===== src/lc3b_config.svh =====
`ifndef LC3B_CONFIG_SVH
`define LC3B_CONFIG_SVH

// Address of the first instruction fetch after reset
// Must be even, since the PC steps by whole words
`define LC3B_RESET_PC 16'h0000

`endif


===== src/lc3b_pkg.sv =====
`default_nettype none

package lc3b_pkg;

    // ISA opcodes with their LC-3b encodings
    typedef enum logic [3:0] {
        op_br  = 4'b0000,
        op_add = 4'b0001,
        op_and = 4'b0101,
        op_ldr = 4'b0110,
        op_str = 4'b0111,
        op_not = 4'b1001,
        op_lea = 4'b1110
    } lc3b_opcode;

    typedef enum logic [1:0] {
        alu_add  = 2'b00,
        alu_and  = 2'b01,
        alu_not  = 2'b10,
        alu_pass = 2'b11
    } lc3b_aluop;

    // Second ALU operand
    typedef enum logic [1:0] {
        alumux_sr2     = 2'b00,
        alumux_imm5    = 2'b01,
        alumux_offset6 = 2'b10
    } lc3b_alumux_sel;

    // Register write-back source
    typedef enum logic [1:0] {
        regfilemux_alu   = 2'b00,
        regfilemux_mdr   = 2'b01,
        regfilemux_pcoff = 2'b10
    } lc3b_regfilemux_sel;

    // ADD, AND, NOT layout
    // Tail is sr2 in its low three bits, or imm5 when imm_flag is set
    typedef struct packed {
        lc3b_opcode opcode;
        logic [2:0] dr;
        logic [2:0] sr1;
        logic       imm_flag;
        logic [4:0] tail;
    } lc3b_operate_fmt;

    // LDR, STR and BR layout
    // dr doubles as the nzp mask for BR and the store source for STR
    typedef struct packed {
        lc3b_opcode opcode;
        logic [2:0] dr;
        logic [2:0] base;
        logic [5:0] offset6;
    } lc3b_offset_fmt;

    typedef union packed {
        lc3b_operate_fmt operate;
        lc3b_offset_fmt  offset;
    } lc3b_instr;

endpackage

`default_nettype wire


===== src/lc3b_regfile.sv =====
`timescale 1ns/100ps
`default_nettype none

module lc3b_regfile (
    input  wire         clk,
    input  wire         rst_n,
    input  wire         load,
    input  wire  [2:0]  sr1,
    input  wire  [2:0]  sr2,
    input  wire  [2:0]  dr,
    input  wire  [15:0] in,
    output logic [15:0] reg_a,
    output logic [15:0] reg_b
);

    logic [15:0] regs [8];

    always_ff @(posedge clk) begin
        if (!rst_n) begin
            for (int i = 0; i < 8; i++) begin
                regs[i] <= '0;
            end
        end else if (load) begin
            regs[dr] <= in;
        end
    end

    // Reads see the old value during a write cycle
    assign reg_a = regs[sr1];
    assign reg_b = regs[sr2];

endmodule

`default_nettype wire


===== src/lc3b_alu.sv =====
`timescale 1ns/100ps
`default_nettype none

module lc3b_alu (
    input  wire lc3b_pkg::lc3b_aluop aluop,
    input  wire [15:0]               a,
    input  wire [15:0]               b,
    output logic [15:0]              f
);

    always_comb begin
        case (aluop)
            lc3b_pkg::alu_add: f = a + b;
            lc3b_pkg::alu_and: f = a & b;
            lc3b_pkg::alu_not: f = ~a;
            // Used by STR to move the source into the MDR
            lc3b_pkg::alu_pass: f = b;
            default:           f = b;
        endcase
    end

endmodule

`default_nettype wire


===== src/lc3b_control.sv =====
`timescale 1ns/100ps
`default_nettype none

module lc3b_control (
    input  wire                              clk,
    input  wire                              rst_n,

    input  wire lc3b_pkg::lc3b_opcode        opcode,
    input  wire                              imm_flag,
    input  wire                              branch_enable,

    input  wire                              mem_resp,

    output logic                             load_pc,
    output logic                             load_ir,
    output logic                             load_regfile,
    output logic                             load_mar,
    output logic                             load_mdr,
    output logic                             load_cc,
    output logic                             pcmux_sel,
    output logic                             storemux_sel,
    output logic                             marmux_sel,
    output logic                             mdrmux_sel,
    output lc3b_pkg::lc3b_alumux_sel         alumux_sel,
    output lc3b_pkg::lc3b_regfilemux_sel     regfilemux_sel,
    output lc3b_pkg::lc3b_aluop              aluop,

    output logic                             mem_read,
    output logic                             mem_write
);

    typedef enum logic [3:0] {
        s_fetch1,
        s_fetch2,
        s_fetch3,
        s_decode,
        s_add,
        s_and,
        s_not,
        s_br,
        s_br_taken,
        s_calc_addr,
        s_ldr1,
        s_ldr2,
        s_str1,
        s_str2,
        s_lea
    } state_t;

    state_t state;
    state_t next_state;

    // Datapath controls for the current state
    always_comb begin
        load_pc        = 1'b0;
        load_ir        = 1'b0;
        load_regfile   = 1'b0;
        load_mar       = 1'b0;
        load_mdr       = 1'b0;
        load_cc        = 1'b0;
        pcmux_sel      = 1'b0;
        storemux_sel   = 1'b0;
        marmux_sel     = 1'b0;
        mdrmux_sel     = 1'b0;
        alumux_sel     = lc3b_pkg::alumux_sr2;
        regfilemux_sel = lc3b_pkg::regfilemux_alu;
        aluop          = lc3b_pkg::alu_add;
        mem_read       = 1'b0;
        mem_write      = 1'b0;

        case (state)
            s_fetch1: begin
                // MAR gets PC, PC steps to the next word
                marmux_sel = 1'b1;
                load_mar   = 1'b1;
                load_pc    = 1'b1;
            end
            s_fetch2: begin
                mem_read   = 1'b1;
                mdrmux_sel = 1'b1;
                load_mdr   = 1'b1;
            end
            s_fetch3: begin
                load_ir = 1'b1;
            end
            s_add: begin
                if (imm_flag) begin
                    alumux_sel = lc3b_pkg::alumux_imm5;
                end
                aluop        = lc3b_pkg::alu_add;
                load_regfile = 1'b1;
                load_cc      = 1'b1;
            end
            s_and: begin
                if (imm_flag) begin
                    alumux_sel = lc3b_pkg::alumux_imm5;
                end
                aluop        = lc3b_pkg::alu_and;
                load_regfile = 1'b1;
                load_cc      = 1'b1;
            end
            s_not: begin
                aluop        = lc3b_pkg::alu_not;
                load_regfile = 1'b1;
                load_cc      = 1'b1;
            end
            s_br_taken: begin
                pcmux_sel = 1'b1;
                load_pc   = 1'b1;
            end
            s_calc_addr: begin
                // Base register plus offset6 scaled to bytes
                alumux_sel = lc3b_pkg::alumux_offset6;
                aluop      = lc3b_pkg::alu_add;
                load_mar   = 1'b1;
            end
            s_ldr1: begin
                mem_read   = 1'b1;
                mdrmux_sel = 1'b1;
                load_mdr   = 1'b1;
            end
            s_ldr2: begin
                regfilemux_sel = lc3b_pkg::regfilemux_mdr;
                load_regfile   = 1'b1;
                load_cc        = 1'b1;
            end
            s_str1: begin
                // Store source is read through the second port and passed
                storemux_sel = 1'b1;
                aluop        = lc3b_pkg::alu_pass;
                load_mdr     = 1'b1;
            end
            s_str2: begin
                mem_write = 1'b1;
            end
            s_lea: begin
                regfilemux_sel = lc3b_pkg::regfilemux_pcoff;
                load_regfile   = 1'b1;
                load_cc        = 1'b1;
            end
            default: begin
            end
        endcase
    end

    always_comb begin
        next_state = state;

        case (state)
            s_fetch1: begin
                next_state = s_fetch2;
            end
            s_fetch2: begin
                if (mem_resp) begin
                    next_state = s_fetch3;
                end
            end
            s_fetch3: begin
                next_state = s_decode;
            end
            s_decode: begin
                case (opcode)
                    lc3b_pkg::op_add: next_state = s_add;
                    lc3b_pkg::op_and: next_state = s_and;
                    lc3b_pkg::op_not: next_state = s_not;
                    lc3b_pkg::op_br:  next_state = s_br;
                    lc3b_pkg::op_ldr: next_state = s_calc_addr;
                    lc3b_pkg::op_str: next_state = s_calc_addr;
                    lc3b_pkg::op_lea: next_state = s_lea;
                    // Unsupported opcodes behave as no-ops
                    default:          next_state = s_fetch1;
                endcase
            end
            s_br: begin
                if (branch_enable) begin
                    next_state = s_br_taken;
                end else begin
                    next_state = s_fetch1;
                end
            end
            s_calc_addr: begin
                if (opcode == lc3b_pkg::op_ldr) begin
                    next_state = s_ldr1;
                end else begin
                    next_state = s_str1;
                end
            end
            s_ldr1: begin
                if (mem_resp) begin
                    next_state = s_ldr2;
                end
            end
            s_str1: begin
                next_state = s_str2;
            end
            s_str2: begin
                if (mem_resp) begin
                    next_state = s_fetch1;
                end
            end
            default: begin
                // Single-cycle execute states
                next_state = s_fetch1;
            end
        endcase
    end

    always_ff @(posedge clk) begin
        if (!rst_n) begin
            state <= s_fetch1;
        end else begin
            state <= next_state;
        end
    end

endmodule

`default_nettype wire


===== src/lc3b_datapath.sv =====
`timescale 1ns/100ps
`default_nettype none
`include "lc3b_config.svh"

module lc3b_datapath (
    input  wire                              clk,
    input  wire                              rst_n,

    input  wire                              load_pc,
    input  wire                              load_ir,
    input  wire                              load_regfile,
    input  wire                              load_mar,
    input  wire                              load_mdr,
    input  wire                              load_cc,
    input  wire                              pcmux_sel,
    input  wire                              storemux_sel,
    input  wire                              marmux_sel,
    input  wire                              mdrmux_sel,
    input  wire lc3b_pkg::lc3b_alumux_sel    alumux_sel,
    input  wire lc3b_pkg::lc3b_regfilemux_sel regfilemux_sel,
    input  wire lc3b_pkg::lc3b_aluop         aluop,

    input  wire [15:0]                       mem_rdata,

    output lc3b_pkg::lc3b_opcode             opcode,
    output logic                             imm_flag,
    output logic                             branch_enable,
    output logic [15:0]                      mem_address,
    output logic [15:0]                      mem_wdata
);

    lc3b_pkg::lc3b_instr ir;
    logic [15:0] pc;
    logic [15:0] mar;
    logic [15:0] mdr;
    // Condition codes as {n, z, p}
    logic [2:0]  cc;
    logic [2:0]  cc_next;

    logic [2:0]  sr2_addr;
    logic [15:0] reg_a;
    logic [15:0] reg_b;
    logic [15:0] imm5_sext;
    logic [15:0] offset6_sext;
    logic [15:0] offset9_sext;
    logic [15:0] pc_plus2;
    logic [15:0] pc_offset;
    logic [15:0] alu_b;
    logic [15:0] alu_out;
    logic [15:0] regfile_in;

    // STR reads its source register on the second port
    assign sr2_addr = storemux_sel ? ir.offset.dr : ir.operate.tail[2:0];

    assign imm5_sext    = {{11{ir.operate.tail[4]}}, ir.operate.tail};
    assign offset6_sext = {{9{ir.offset.offset6[5]}}, ir.offset.offset6, 1'b0};
    // PCoffset9 spans the low nine bits of the word
    assign offset9_sext = {{6{ir[8]}}, ir[8:0], 1'b0};

    assign pc_plus2  = pc + 16'd2;
    assign pc_offset = pc + offset9_sext;

    lc3b_regfile i_lc3b_regfile (
        .clk   (clk),
        .rst_n (rst_n),
        .load  (load_regfile),
        .sr1   (ir.operate.sr1),
        .sr2   (sr2_addr),
        .dr    (ir.operate.dr),
        .in    (regfile_in),
        .reg_a (reg_a),
        .reg_b (reg_b)
    );

    always_comb begin
        case (alumux_sel)
            lc3b_pkg::alumux_imm5:    alu_b = imm5_sext;
            lc3b_pkg::alumux_offset6: alu_b = offset6_sext;
            default:                  alu_b = reg_b;
        endcase
    end

    lc3b_alu i_lc3b_alu (
        .aluop (aluop),
        .a     (reg_a),
        .b     (alu_b),
        .f     (alu_out)
    );

    always_comb begin
        case (regfilemux_sel)
            lc3b_pkg::regfilemux_mdr:   regfile_in = mdr;
            lc3b_pkg::regfilemux_pcoff: regfile_in = pc_offset;
            default:                    regfile_in = alu_out;
        endcase
    end

    // Flags follow the value being written back
    always_comb begin
        if (regfile_in[15]) begin
            cc_next = 3'b100;
        end else if (regfile_in == 16'h0000) begin
            cc_next = 3'b010;
        end else begin
            cc_next = 3'b001;
        end
    end

    always_ff @(posedge clk) begin
        if (!rst_n) begin
            pc  <= `LC3B_RESET_PC;
            ir  <= '0;
            mar <= '0;
            mdr <= '0;
            cc  <= '0;
        end else begin
            if (load_pc) begin
                pc <= pcmux_sel ? pc_offset : pc_plus2;
            end
            if (load_ir) begin
                ir <= lc3b_pkg::lc3b_instr'(mdr);
            end
            if (load_mar) begin
                mar <= marmux_sel ? pc : alu_out;
            end
            if (load_mdr) begin
                mdr <= mdrmux_sel ? mem_rdata : alu_out;
            end
            if (load_cc) begin
                cc <= cc_next;
            end
        end
    end

    assign opcode        = ir.operate.opcode;
    assign imm_flag      = ir.operate.imm_flag;
    // Taken when the nzp mask overlaps the stored flags
    assign branch_enable = |(ir.offset.dr & cc);

    assign mem_address = mar;
    assign mem_wdata   = mdr;

endmodule

`default_nettype wire


===== src/lc3b_cpu.sv =====
`timescale 1ns/100ps
`default_nettype none

module lc3b_cpu (
    input  wire         clk,
    input  wire         rst_n,
    input  wire  [15:0] mem_rdata,
    input  wire         mem_resp,
    output logic [15:0] mem_address,
    output logic [15:0] mem_wdata,
    output logic        mem_read,
    output logic        mem_write
);

    logic load_pc;
    logic load_ir;
    logic load_regfile;
    logic load_mar;
    logic load_mdr;
    logic load_cc;
    logic pcmux_sel;
    logic storemux_sel;
    logic marmux_sel;
    logic mdrmux_sel;
    lc3b_pkg::lc3b_alumux_sel     alumux_sel;
    lc3b_pkg::lc3b_regfilemux_sel regfilemux_sel;
    lc3b_pkg::lc3b_aluop          aluop;

    // Decode feedback
    lc3b_pkg::lc3b_opcode opcode;
    logic imm_flag;
    logic branch_enable;

    lc3b_control i_lc3b_control (
        .clk            (clk),
        .rst_n          (rst_n),
        .opcode         (opcode),
        .imm_flag       (imm_flag),
        .branch_enable  (branch_enable),
        .mem_resp       (mem_resp),
        .load_pc        (load_pc),
        .load_ir        (load_ir),
        .load_regfile   (load_regfile),
        .load_mar       (load_mar),
        .load_mdr       (load_mdr),
        .load_cc        (load_cc),
        .pcmux_sel      (pcmux_sel),
        .storemux_sel   (storemux_sel),
        .marmux_sel     (marmux_sel),
        .mdrmux_sel     (mdrmux_sel),
        .alumux_sel     (alumux_sel),
        .regfilemux_sel (regfilemux_sel),
        .aluop          (aluop),
        .mem_read       (mem_read),
        .mem_write      (mem_write)
    );

    lc3b_datapath i_lc3b_datapath (
        .clk            (clk),
        .rst_n          (rst_n),
        .load_pc        (load_pc),
        .load_ir        (load_ir),
        .load_regfile   (load_regfile),
        .load_mar       (load_mar),
        .load_mdr       (load_mdr),
        .load_cc        (load_cc),
        .pcmux_sel      (pcmux_sel),
        .storemux_sel   (storemux_sel),
        .marmux_sel     (marmux_sel),
        .mdrmux_sel     (mdrmux_sel),
        .alumux_sel     (alumux_sel),
        .regfilemux_sel (regfilemux_sel),
        .aluop          (aluop),
        .mem_rdata      (mem_rdata),
        .opcode         (opcode),
        .imm_flag       (imm_flag),
        .branch_enable  (branch_enable),
        .mem_address    (mem_address),
        .mem_wdata      (mem_wdata)
    );

endmodule

`default_nettype wire


===== config.mk =====
export PLATFORM = sky130hd
export DESIGN_NAME = lc3b_cpu
export DESIGN_NICKNAME = d
export VERILOG_FILES = /design/src/lc3b_pkg.sv /design/src/lc3b_regfile.sv /design/src/lc3b_alu.sv /design/src/lc3b_control.sv /design/src/lc3b_datapath.sv /design/src/lc3b_cpu.sv
export VERILOG_INCLUDE_DIRS = /design/src /design/src/src
export SDC_FILE = /design/constraint.sdc
export NUM_CORES = 1
export LEC_CHECK = 0
export BUFFER_PORTS_ARGS = -buffer_cell sky130_fd_sc_hd__buf_4
export CORE_MARGIN = 1.5
export CORE_UTILIZATION = 35
export CTS_BUF_LIST = sky130_fd_sc_hd__clkbuf_4
export DETAILED_ROUTE_END_ITERATION = 12
export PLACE_DENSITY = 0.55
export SYNTH_ARGS = -nofsm -noshare
export SYNTH_HDL_FRONTEND = slang
export SYNTH_SLANG_ARGS = --single-unit
export TNS_END_PERCENT = 10

===== constraint.sdc =====
create_clock -name clk -period 5.54 [get_ports clk]
set_input_delay 0.554 -clock clk [delete_from_list [all_inputs] [get_ports clk]]
set_output_delay 0.554 -clock clk [all_outputs]
set_load 0.01 [all_outputs]

==> metrics.txt <==
run status finished clean; DP HPWL about 32 mm; CTS tree yes; drt first pass iters 6; Worst EP required between 6 and 7 ns; fin util between 40% and 50%; Synth top area share around 31%; final setup fails 0; Syn Std Cell Area ~0.013 mm^2; Clock Latency Late Sink about 0.74 ns; top cells by area, synth edfxtp_1, dfxtp_1, nor2_1; Die W 192 um; Seq/Total Area, Yosys a little over two fifths; num ports between 50 and 60; Largest stage delay, worst path about 0.45 ns; antenna violations before repair 2; maximum fanout along the worst path 24; Clock Path Buffers 3; final setup margin between 0.3 and 0.4 ns; site row count approximately 70; count of final max-slew check failures 0; Area Growth Syn to Fin 13.8%; Crit path max-delay family compound AO/OA/AOI/OAI gates; Initial Util 35.4%; Crit path top cell by count nand2_1; Initial DRC Count approximately 1.3k; Yosys warning count 0; WL per Instance roughly 24 um; first-pass GRT wire length 67.6 mm; Die Height between 150 and 200 um; Final period util a little over nine tenths; most common cell in the netlist nor2_1; CP Capture Type register; Core Area roughly 0.035 mm^2; MaxCap Viol Count 0; vias around 11k; CTS Buf Count 53; relative slew slack 23.0%; GRT Overall Usage about a quarter; # DRC 0; syn_area_per_cell around 9.6 um^2; cell leakage power around 5.3 nW; Worst Setup Start Kind register; Primary FF master, synth edfxtp_1; vias per inst between 5 and 6; syn nets ~1.4k; number of synthesized flops with an enable pin ~130; area leader, netlist edfxtp_1; nets between 1k and 1.5k; worst hold margin around 0.073 ns; final wirelength ~46 mm; final hold viol count 0; Die ar. approximately 0.037 mm^2; WP buf/inv 2; routability cong. 0.936; CP arrival 5.81 ns; Routed Antenna Nets 0; share of post-route cells with drive strength above 1 between 10% and 20%; H-Tree Depth 2; unrepaired setup endpoints after global routing false; Sum Neg Setup Slack 0 ns; critical path cell sequence nor4bb_4 > buf_12 > mux2i_4 > buf_4 > nand2_1 > a32oi_1 > o221ai_1 > a21oi_1 > ha_1 > a211oi_1 > o211ai_1 > nand2_1 > xnor2_1 > a222oi_1 > a31o_2 > nand3_1 > and4bb_1 > nand4_1 > a41o_1; largest net degree at the start of global routing a little over 60; fill count around 3.6k; vias in the first global route about 11k; clock-pin slew on the worst setup and hold paths ~0.07 ns; Post-Place Setup Slack 0.226 ns; I/O Buffers 52; clk sink count between 200 and 250; worst clock skew between 0.04 and 0.05 ns; worst slew pin tran 1.15 ns; slowest cell on the critical path mux2i_4; Clk Tree Root Cell clkbuf_4; Min-Delay Path Class in -> reg; Max rail drop VDD about 0.13 mV; Fmax around 190 MHz; Synth Register Bits approximately 200; Congestion Overflow GR 0; Post-synth ARST share 0%; power density cells ~260 mW/mm^2; Tmin final about 5.2 ns; CP Class reg -> reg; Yosys cell types 84; synth cell count leaders nor2_1, nand2_1, edfxtp_1; Syn Inst Count approximately 1.3k
## kinds of logic (layout without fill, tap and decap cells)
kind of cell | after synthesis | in the layout | synth area share (%)
AND/OR/NAND/NOR | 490 | 490 | 16.7
AO/OA/AOI/OAI | 325 | 325 | 18.2
buffers and inverters | 112 | 233 | 4.18
adder cells (fa/ha/maj) | 38 | 38 | 3.90
other | 0 | 1 | 0
multiplexers | 117 | 117 | 12.9
XOR/XNOR | 25 | 25 | 1.75
flip-flops | 201 | 201 | 42.4
## path summary, 6_finish.rpt
check,start,endpoint,slack (ns),cells after the start
setup / recovery,i_lc3b_control.state[0],i_lc3b_datapath.cc[0],0.34,19
hold / removal,mem_rdata[15],i_lc3b_datapath.mem_wdata[15],0.07,3
setup reg to reg,i_lc3b_control.state[0],i_lc3b_datapath.cc[0],0.34,19
hold reg to reg,i_lc3b_datapath.mem_address[0],i_lc3b_datapath.mem_address[0],0.47,2
## layout by cell type, fill, tap and decap left out, types with 14 or more instances in the layout
master	synthesis	layout
ha_1	35	35
xnor2_1	16	16
nand3_1	30	30
dfxtp_1	73	72
mux2_2	19	19
buf_4	8	119
o21ai_0	38	38
a22oi_1	18	18
a221oi_1	27	27
edfxtp_1	128	128
mux4_2	33	33
nand2_1	145	145
mux2i_1	62	61
inv_1	18	18
a21oi_1	96	96
clkbuf_4	0	75
nor2_1	243	243
a32oi_1	14	14
## state kept, by name (all words and copies together), names as in the netlist, named ones only
register and cells:
i_lc3b_datapath.pc 15, i_lc3b_control.state 4, i_lc3b_datapath.i_lc3b_regfile.regs 128, i_lc3b_datapath.mem_wdata 16, i_lc3b_datapath.cc 3, i_lc3b_datapath.ir 16, i_lc3b_datapath.mem_address 16
## per-stage QoR
stage          cells  total power [W]  instance area (um^2)
5_1_grt         1891          0.00382                 14200
2_1_floorplan   1308          0.00215                 12500
3_3_place_gp    1796          0.00240                 13600
6_report        1891          0.00365                 14200
4_1_cts         1889          0.00367                 14200
3_5_place_dp    1796          0.00240                 13600
## what timing repair did
action,CTS,global route
buffers inserted,0,1
hold buffers,0,0
setup endpoints to repair,0,2
gates resized for setup,0,1
## cell type report
| class | instances | area (um^2) | area share (%) |
|---|---|---|---|
| well taps | 461 | 577 | 4.05 |
| clock inverters | 18 | 78.8 | 0.553 |
| repair buffers | 121 | 933 | 6.55 |
| clock buffers | 75 | 563 | 3.95 |
| diodes | 1 | 2.50 | 0.0176 |
| flip-flops and latches | 201 | 5310 | 37.2 |
| inverters | 19 | 71.3 | 0.500 |
| multi-input cells | 995 | 6720 | 47.1 |
## layer usage
| metal | track usage, % | part of all wire (%) | up-vias | routed length [um] |
|---|---|---|---|---|
| met5 | 0 | 0 | - | 0 |
| met4 | 10.9 | 4.0 | 0 | 1820 |
| met3 | 4.02 | 8.2 | 104 | 3730 |
| met2 | 39.4 | 45 | 530 | 20700 |
| met1 | 33.7 | 43 | 5440 | 19400 |
| li1 | - | - | 5098 | - |
## tightest hold or removal path: stages
cell	delay [ns]
buf_4	0.08
a221oi_1	0.06
nor2_1	0.08
## power breakdown
| group | internal (W) | switching [W] | total [W] |
|---|---|---|---|
| sequential | 0.00165 | 0.0000587 | 0.00171 |
| combinational | 0.000254 | 0.000422 | 0.000676 |
| clock | 0.000624 | 0.000639 | 0.00126 |
| total | 0.00253 | 0.00112 | 0.00365 |
(Power assumes the default switching activity.)
